[config.mk]
export PLATFORM = sky130hd
export DESIGN_NAME = spi_master
export DESIGN_NICKNAME = d
export VERILOG_FILES = /design/src/design/spi_pkg.sv /design/src/design/spi_frame_ctrl.sv /design/src/design/spi_master.sv /design/src/design/spi_sclk_gen.sv /design/src/design/spi_shift_engine.sv
export SDC_FILE = /design/constraint.sdc
export NUM_CORES = 1
export LEC_CHECK = 0
export BUFFER_PORTS_ARGS = -buffer_cell sky130_fd_sc_hd__buf_4
export CAP_MARGIN = 20
export CORE_ASPECT_RATIO = 1.75
export CORE_MARGIN = 2
export CORE_UTILIZATION = 55
export CTS_BUF_LIST = sky130_fd_sc_hd__clkbuf_2
export DETAILED_ROUTE_END_ITERATION = 8
export PLACE_DENSITY = 0.81
export SYNTH_ARGS = -nofsm -noshare
export SYNTH_HDL_FRONTEND = slang
export SYNTH_SLANG_ARGS = --single-unit
export TNS_END_PERCENT = 20
[constraint.sdc]
create_clock -name rst -period 10 [get_ports rst]
set_input_delay 0 -clock rst [delete_from_list [all_inputs] [get_ports rst]]
set_output_delay 0 -clock rst [all_outputs]
set_load 0.1 [all_outputs]
[src/design/spi_pkg.sv]
package spi_pkg;

    // Field widths
    localparam int DATA_W  = 32;
    localparam int CMD_W   = 8;
    localparam int ADDR_W  = 24;
    localparam int NBITS_W = 7;    // Holds up to 64, the longest transmit string
    localparam int EDGE_W  = 9;    // Two edges per serial clock, 64 clocks max
    localparam int TX_W    = CMD_W + ADDR_W + DATA_W;

    typedef logic [DATA_W-1:0]  data_t;
    typedef logic [CMD_W-1:0]   cmd_t;
    typedef logic [ADDR_W-1:0]  addr_t;
    typedef logic [NBITS_W-1:0] nbits_t;
    typedef logic [EDGE_W-1:0]  edge_cnt_t;
    typedef logic [TX_W-1:0]    tx_str_t;    // Left-aligned, MSB goes out first

    // Frame layouts a host may request
    typedef enum logic [2:0] {
        CMD_ONLY       = 3'd0,
        CMD_READ       = 3'd1,
        CMD_ADDR_READ  = 3'd2,
        CMD_WRITE      = 3'd3,
        CMD_ADDR_WRITE = 3'd4,
        CMD_ADDR       = 3'd5
    } cmd_type_e;

    typedef enum logic [1:0] {
        IDLE     = 2'd0,
        SETUP    = 2'd1,
        TRANSFER = 2'd2
    } ctrl_state_e;

    // One host request, held stable by the host until accepted
    typedef struct packed {
        cmd_type_e cmd_type;
        cmd_t      command;
        addr_t     address;
        data_t     wdata;     // Low nbits are sent for write types
        nbits_t    nbits;     // 1 to 32
    } spi_req_t;

endpackage

[src/design/spi_frame_ctrl.sv]
`timescale 1ns/1ps

module spi_frame_ctrl (
    input  logic               rst,
    input  logic               clk,
    input  spi_pkg::spi_req_t  req,
    input  logic               valid,
    output logic               ready,
    output spi_pkg::data_t     data_out,
    output logic               done,
    output logic               ss_n,
    output spi_pkg::edge_cnt_t edge_total,
    output logic               sclk_start,
    input  logic               sclk_finished,
    output logic               load,
    output spi_pkg::tx_str_t   tx_str,
    output spi_pkg::nbits_t    tx_bits,
    input  spi_pkg::data_t     rdata
);

    spi_pkg::ctrl_state_e state;
    spi_pkg::spi_req_t    req_q;
    logic                 accept;
    logic                 go;          // Start pulse shared by clock gen and shifter
    spi_pkg::data_t       wdata_al;    // Write bits moved to the top
    spi_pkg::data_t       rd_mask;
    spi_pkg::tx_str_t     tx_str_d;
    spi_pkg::nbits_t      tx_bits_d;
    spi_pkg::nbits_t      rx_bits_d;
    spi_pkg::edge_cnt_t   cycles_d;

    assign accept     = valid && ready;
    assign sclk_start = go;
    assign load       = go;

    assign wdata_al = req_q.wdata << (spi_pkg::DATA_W - int'(req_q.nbits));
    assign rd_mask  = {spi_pkg::DATA_W{1'b1}} >> (spi_pkg::DATA_W - int'(req_q.nbits));

    // Frame layout from the command type
    always_comb begin
        tx_str_d  = {req_q.command, {(spi_pkg::TX_W - spi_pkg::CMD_W){1'b0}}};
        tx_bits_d = spi_pkg::nbits_t'(spi_pkg::CMD_W);
        rx_bits_d = '0;
        case (req_q.cmd_type)
            spi_pkg::CMD_READ: begin
                rx_bits_d = req_q.nbits;
            end
            spi_pkg::CMD_ADDR_READ: begin
                tx_str_d  = {req_q.command, req_q.address, {spi_pkg::DATA_W{1'b0}}};
                tx_bits_d = spi_pkg::nbits_t'(spi_pkg::CMD_W + spi_pkg::ADDR_W);
                rx_bits_d = req_q.nbits;
            end
            spi_pkg::CMD_WRITE: begin
                tx_str_d  = {req_q.command, wdata_al, {spi_pkg::ADDR_W{1'b0}}};
                tx_bits_d = spi_pkg::nbits_t'(spi_pkg::CMD_W) + req_q.nbits;
            end
            spi_pkg::CMD_ADDR_WRITE: begin
                tx_str_d  = {req_q.command, req_q.address, wdata_al};
                tx_bits_d = spi_pkg::nbits_t'(spi_pkg::CMD_W + spi_pkg::ADDR_W) + req_q.nbits;
            end
            spi_pkg::CMD_ADDR: begin
                tx_str_d  = {req_q.command, req_q.address, {spi_pkg::DATA_W{1'b0}}};
                tx_bits_d = spi_pkg::nbits_t'(spi_pkg::CMD_W + spi_pkg::ADDR_W);
            end
            default: ;    // Command only
        endcase
        cycles_d = spi_pkg::edge_cnt_t'(tx_bits_d) + spi_pkg::edge_cnt_t'(rx_bits_d);
    end

    // Request and frame description, stable for the whole frame
    always_ff @(posedge rst) begin
        if (accept) begin
            req_q <= req;
        end
        if (state == spi_pkg::SETUP) begin
            tx_str     <= tx_str_d;
            tx_bits    <= tx_bits_d;
            edge_total <= cycles_d << 1;
        end
    end

    always_ff @(posedge rst or posedge clk) begin
        if (clk) begin
            state    <= spi_pkg::IDLE;
            ready    <= 1'b1;
            done     <= 1'b0;
            ss_n     <= 1'b1;
            go       <= 1'b0;
            data_out <= '0;
        end else begin
            done <= 1'b0;
            go   <= 1'b0;
            case (state)
                spi_pkg::IDLE: begin
                    if (accept) begin
                        ready <= 1'b0;
                        state <= spi_pkg::SETUP;
                    end
                end
                spi_pkg::SETUP: begin
                    go    <= 1'b1;
                    state <= spi_pkg::TRANSFER;
                end
                spi_pkg::TRANSFER: begin
                    ss_n <= 1'b0;    // Falls together with the first mosi bit
                    if (sclk_finished) begin
                        ss_n     <= 1'b1;
                        ready    <= 1'b1;
                        done     <= 1'b1;
                        data_out <= rdata & rd_mask;
                        state    <= spi_pkg::IDLE;
                    end
                end
                default: begin
                    ss_n  <= 1'b1;
                    ready <= 1'b1;
                    state <= spi_pkg::IDLE;
                end
            endcase
        end
    end

endmodule

[src/design/spi_master.sv]
`timescale 1ns/1ps

module spi_master #(
    parameter int CLKS_PER_HALF_SCLK = 2,
    parameter int CPOL               = 0,
    parameter int CPHA               = 0
) (
    input  logic              rst,
    input  logic              clk,
    input  spi_pkg::spi_req_t req,
    input  logic              valid,
    output logic              ready,
    output spi_pkg::data_t    data_out,
    output logic              done,
    output logic              sclk,
    output logic              ss_n,
    output logic              mosi,
    input  logic              miso
);

    spi_pkg::edge_cnt_t edge_total;
    spi_pkg::tx_str_t   tx_str;
    spi_pkg::nbits_t    tx_bits;
    spi_pkg::data_t     rdata;
    logic               sclk_start;
    logic               sclk_finished;
    logic               load;
    logic               lead;
    logic               trail;

    spi_frame_ctrl u_ctrl (
        .rst(rst), .clk(clk),
        .req(req), .valid(valid), .ready(ready),
        .data_out(data_out), .done(done), .ss_n(ss_n),
        .edge_total(edge_total), .sclk_start(sclk_start), .sclk_finished(sclk_finished),
        .load(load), .tx_str(tx_str), .tx_bits(tx_bits), .rdata(rdata)
    );

    spi_sclk_gen #(.CLKS_PER_HALF_SCLK(CLKS_PER_HALF_SCLK), .CPOL(CPOL)) u_sclk (
        .rst(rst), .clk(clk),
        .start(sclk_start), .edge_total(edge_total),
        .lead(lead), .trail(trail), .sclk(sclk), .finished(sclk_finished)
    );

    spi_shift_engine #(.CPHA(CPHA)) u_shift (
        .rst(rst), .clk(clk),
        .load(load), .tx_str(tx_str), .tx_bits(tx_bits),
        .lead(lead), .trail(trail),
        .mosi(mosi), .miso(miso), .rdata(rdata)
    );

endmodule

[src/design/spi_sclk_gen.sv]
`timescale 1ns/1ps

module spi_sclk_gen #(
    parameter int CLKS_PER_HALF_SCLK = 2,
    parameter int CPOL               = 0
) (
    input  logic               rst,
    input  logic               clk,
    input  logic               start,
    input  spi_pkg::edge_cnt_t edge_total,
    output logic               lead,
    output logic               trail,
    output logic               sclk,
    output logic               finished
);

    localparam int DIV_W = (CLKS_PER_HALF_SCLK > 1) ? $clog2(CLKS_PER_HALF_SCLK) : 1;
    localparam logic [DIV_W-1:0] DIV_LAST = DIV_W'(CLKS_PER_HALF_SCLK - 1);
    localparam logic SCLK_IDLE = (CPOL != 0);

    logic [DIV_W-1:0]   div_cnt;
    spi_pkg::edge_cnt_t edges_left;
    logic               active;
    logic               tick;

    // An edge is due when the half period expires
    assign tick  = active && (div_cnt == DIV_LAST);
    assign lead  = tick && (sclk == SCLK_IDLE);    // Away from idle level
    assign trail = tick && (sclk != SCLK_IDLE);

    always_ff @(posedge rst or posedge clk) begin
        if (clk) begin
            div_cnt    <= '0;
            edges_left <= '0;
            active     <= 1'b0;
            sclk       <= SCLK_IDLE;
            finished   <= 1'b0;
        end else begin
            finished <= 1'b0;
            if (start) begin
                active     <= 1'b1;
                div_cnt    <= '0;
                edges_left <= edge_total;
            end else if (tick) begin
                div_cnt    <= '0;
                edges_left <= edges_left - 1'b1;
                if (edges_left == spi_pkg::edge_cnt_t'(1)) begin
                    // Last edge of the frame, park the clock
                    active   <= 1'b0;
                    sclk     <= SCLK_IDLE;
                    finished <= 1'b1;
                end else begin
                    sclk <= ~sclk;
                end
            end else if (active) begin
                div_cnt <= div_cnt + 1'b1;
            end
        end
    end

endmodule

[src/design/spi_shift_engine.sv]
`timescale 1ns/1ps

module spi_shift_engine #(
    parameter int CPHA = 0
) (
    input  logic             rst,
    input  logic             clk,
    input  logic             load,
    input  spi_pkg::tx_str_t tx_str,
    input  spi_pkg::nbits_t  tx_bits,
    input  logic             lead,
    input  logic             trail,
    output logic             mosi,
    input  logic             miso,
    output spi_pkg::data_t   rdata
);

    localparam logic PHASE = (CPHA != 0);

    spi_pkg::tx_str_t tx_sreg;
    spi_pkg::nbits_t  tx_cnt;     // Bits already placed on mosi
    spi_pkg::nbits_t  cap_cnt;    // Capture edges seen during transmit
    logic             capture;
    logic             launch;

    // Mode 0/2 sample on the leading edge, mode 1/3 on the trailing edge
    assign capture = PHASE ? trail : lead;
    assign launch  = PHASE ? lead : trail;

    // Transmit side
    always_ff @(posedge rst or posedge clk) begin
        if (clk) begin
            mosi   <= 1'b0;
            tx_cnt <= '0;
        end else if (load) begin
            // With CPHA 0 the first bit must be set up before the first edge
            mosi   <= PHASE ? 1'b0 : tx_str[spi_pkg::TX_W-1];
            tx_cnt <= PHASE ? spi_pkg::nbits_t'(0) : spi_pkg::nbits_t'(1);
        end else if (launch) begin
            if (tx_cnt < tx_bits) begin
                mosi   <= tx_sreg[spi_pkg::TX_W-1];
                tx_cnt <= tx_cnt + 1'b1;
            end else begin
                mosi <= 1'b0;    // Receive bits
            end
        end
    end

    always_ff @(posedge rst) begin
        if (load) begin
            tx_sreg <= PHASE ? tx_str : tx_str << 1;
        end else if (launch) begin
            tx_sreg <= tx_sreg << 1;
        end
    end

    // Receive side
    always_ff @(posedge rst or posedge clk) begin
        if (clk) begin
            cap_cnt <= '0;
        end else if (load) begin
            cap_cnt <= '0;
        end else if (capture && (cap_cnt < tx_bits)) begin
            cap_cnt <= cap_cnt + 1'b1;
        end
    end

    // Only bits after the transmit string enter the read word
    always_ff @(posedge rst) begin
        if (load) begin
            rdata <= '0;
        end else if (capture && (cap_cnt >= tx_bits)) begin
            rdata <= {rdata[spi_pkg::DATA_W-2:0], miso};
        end
    end

endmodule
==> flow_summary.yaml <==
synthesis:
  netlist_area_mm2: 0.01477
  ys.flop_type: "edfxtp_1"
  synth.most_common_cell: "edfxtp_1"
  synth_edf_count: 216
  yosys-top-cells-area: "edfxtp_1, dfrtp_1, mux2_2"
  synth.avg_cell_area_um2: 12.63
  yosysSeqAreaShare: 0.5947
  syn_nets: 1277
  yosys_register_bits: 314
  yosysWarningCount: 0
  netlist_instances: 1169
  ys_async_sr_fraction: 0.2102
  synth_top_area_share: 0.4393
  ys_types: 66
  synth_top_area_cell: "edfxtp_1"
  synth_commonest_cells: "edfxtp_1, nand2_1, nor2_1"
die:
  die_h_um: 220.8
  die_w_um: 127.9
  start_util: 0.5574
  dieArea_mm2: 0.02822
  ioPinCount: 115
  rows: 79
  core-area_mm2: 0.02649
layout:
  final_area_mm2: 0.01809
  drive_above_1_share: 0.2363
  final_cells: 1837
  area_delta_synth_final_pct: 22.53
  nets: 1564
clock_tree:
  clk_pin_slew_worst_paths_ps: 120
  cts_resized: 0
  clock_sinks: 314
  cts_buffer_depth: 3
  cts_buffers: 71
  cts_tree: "yes"
  clk_latency_ps: 1000
  h-tree-depth: 3
  cts_root_buffer: "clkbuf_2"
sta:
  setup_viol: 0
  slew_headroom: 0.2848
  rsz0062_at_grt: "false"
  hold_viol_final: 0
  min_period_ps: 4121
  finClkSkew_ps: 74.67
  max_freq_ghz: 0.2427
  drv_slew: 0
  tightest_slew_ps: 1065
  fin_setup_tns_ps: 0
  final.period_utilization: 0.4121
critical_path:
  worst_setup_path_end_kind: "flip-flop"
  critPathLaunch: "u_ctrl.req_q[0]"
  crit_family: "simple AND/OR/NAND/NOR gates"
  path_cells: "buf_4, inv_1, ha_1, or3b_1, xnor2_2, and4_1, nand3_1, o221ai_1"
  critical_path.max_fanout: 48
  crit_path_end: "u_ctrl.tx_str[29]"
  r2r_end: "u_ctrl.tx_str[29]"
  critPathRequiredTime_ps: 10760
  slowest_delay_ps: 830
  reg2reg_from: "u_ctrl.req_q[0]"
  critPathSlowestCell: "and4_1"
  arrival_ps: 4880
  path_class: "reg2reg"
  rrSetupSlack_ps: 5880
  r2r_cells: 8
  path_buf_inv: 2
  cp.depth: 8
  cp-start-kind: "flip-flop"
outcome:
  status: "finished clean"
detailed_routing:
  drc: 0
  post_drt_wl_per_cell_um: 21.02
  drt_pre_antenna_iters: 6
  ant_nets: 0
  drt-total-wl_um: 38620
  avgViaCountPerCell: 5.930
  drt_iter0_markers: 794
  dr_total_vias: 10890
global_route:
  grt_util_all_layers: 0.2772
  grt_overflow: 0
  grt_pass1_wl_um: 59300
  grt_start_max_net_pins: 93
  antenna_found_initial: 2
  grt_pass1_vias: 11240
placed_design:
  io_buffers: 114
  placement.cell_area_mm2: 0.01586
  place_congestion: 0.9211
  dp_hpwl_um: 24330
  dp.cells: 1553
pwr:
  p_total_mw: 2.317
  ir_worst_vdd_mv: 0.1169
  p_per_area_mw_per_mm2: 128.1
  power_leakage_nw: 6.952
run:
  drv_cap: 0
min_path:
  hold_path_depth: 3
  hp-class: "in2reg"
## layout by cell type, fill, tap and decap left out, types with 15 or more instances in the layout
master           n
o21ai_0         49
inv_1           25
nor2_1         100
nand2_1        125
mux2_2          80
dfrtp_1         63
clkinv_1        25
dfxtp_1         32
buf_4          127
a32o_1          17
mux4_2          19
xnor2_1         26
nand3_1         21
clkbuf_2        94
edfxtp_1       216
a21oi_1         30
o211ai_1        15
mux2i_1         69
nor3_1          15
dlygate4sd3_1  154
ha_1            29
## worst register-to-register path, cell delays in order, from the launching register on
cell and delay [ps]:
edfxtp_1 390, buf_4 350, inv_1 210, ha_1 470
or3b_1 490, xnor2_2 620, and4_1 830, nand3_1 290
o221ai_1 300
## cell type report
| cell class | count | area, um2 |
|---|---|---|
| clock buffer | 94 | 470.5 |
| timing repair buffer | 281 | 2495 |
| multi-input combinational | 761 | 5615 |
| inverter | 27 | 101.3 |
| antenna | 2 | 5.005 |
| sequential | 314 | 8785 |
| fill | 1896 | 8398 |
| tap | 324 | 405.4 |
| clock inverter | 34 | 215.2 |
## registers in the layout, indices dropped and copies added, names as in the netlist
| signal | count |
|---|---|
| u_shift.mosi | 1 |
| u_sclk.finished | 1 |
| u_ctrl.done | 1 |
| u_sclk.div_cnt | 1 |
| u_ctrl.load | 1 |
| u_sclk.sclk | 1 |
| u_shift.tx_cnt | 7 |
| u_shift.tx_sreg | 63 |
| u_ctrl.ready | 1 |
| u_ctrl.data_out | 32 |
| u_ctrl.req_q | 74 |
| u_ctrl.tx_bits | 7 |
| u_shift.cap_cnt | 7 |
| u_sclk.active | 1 |
| u_ctrl.tx_str | 64 |
| u_ctrl.edge_total | 8 |
| u_sclk.edges_left | 9 |
| u_ctrl.ss_n | 1 |
| u_ctrl.state | 2 |
| u_shift.rdata | 32 |
## report_power, final
group | internal (mW) | total (mW) | switching [mW]
Sequential | 1.38 | 1.38 | 0.000202
Clock | 0.337 | 0.858 | 0.521
Combinational | 0.0585 | 0.0802 | 0.0218
## logic make-up after synthesis
kind of cell	Yosys count	share of synthesized area
XOR/XNOR	32	0.01949
buffers and inverters	94	0.02813
flip-flops	314	0.5947
AO/OA/AOI/OAI	184	0.08398
adder cells (fa/ha/maj)	30	0.02593
AND/OR/NAND/NOR	346	0.1101
multiplexers	169	0.1377
## per-layer routing
metal | wire length (um) | GRT usage | vias to the layer above | part of all wire
li1 | - | - | 4958 | -
met1 | 13410 | 0.2903 | 5334 | 0.35
met2 | 20700 | 0.5025 | 461 | 0.54
met3 | 1960 | 0.04908 | 141 | 0.051
met4 | 2549 | 0.1879 | 0 | 0.066
met5 | 0 | 0 | - | 0
## repair_timing
item / 4_1_cts / 5_1_grt
endpoints found under the setup margin: 0 / 0
hold buffers: 154 / 0
setup buffers: 0 / 0
endpoints found under the hold margin: 158 / 0
## worst min path at each step
stage | from | to
global placement | req[70] | u_ctrl.req_q[70]
global route | req[69] | u_ctrl.req_q[69]
finish | req[69] | u_ctrl.req_q[69]
CTS | req[69] | u_ctrl.req_q[69]
floorplan | req[0] | u_ctrl.req_q[0]
detailed placement | req[9] | u_ctrl.req_q[9]
## per-stage QoR
step / util / hold WS, ps / worst slack, ps
5_1_grt: 0.6830 / 258.8 / 5696
3_5_place_dp: 0.5987 / 179.3 / 5938
4_1_cts: 0.6828 / 181.5 / 5948
2_1_floorplan: - / 98.87 / 5402
6_report: 0.6830 / 261.4 / 5879
3_3_place_gp: 0.5987 / 178.1 / 6073
Note: power is estimated with default switching activity, not from simulation.
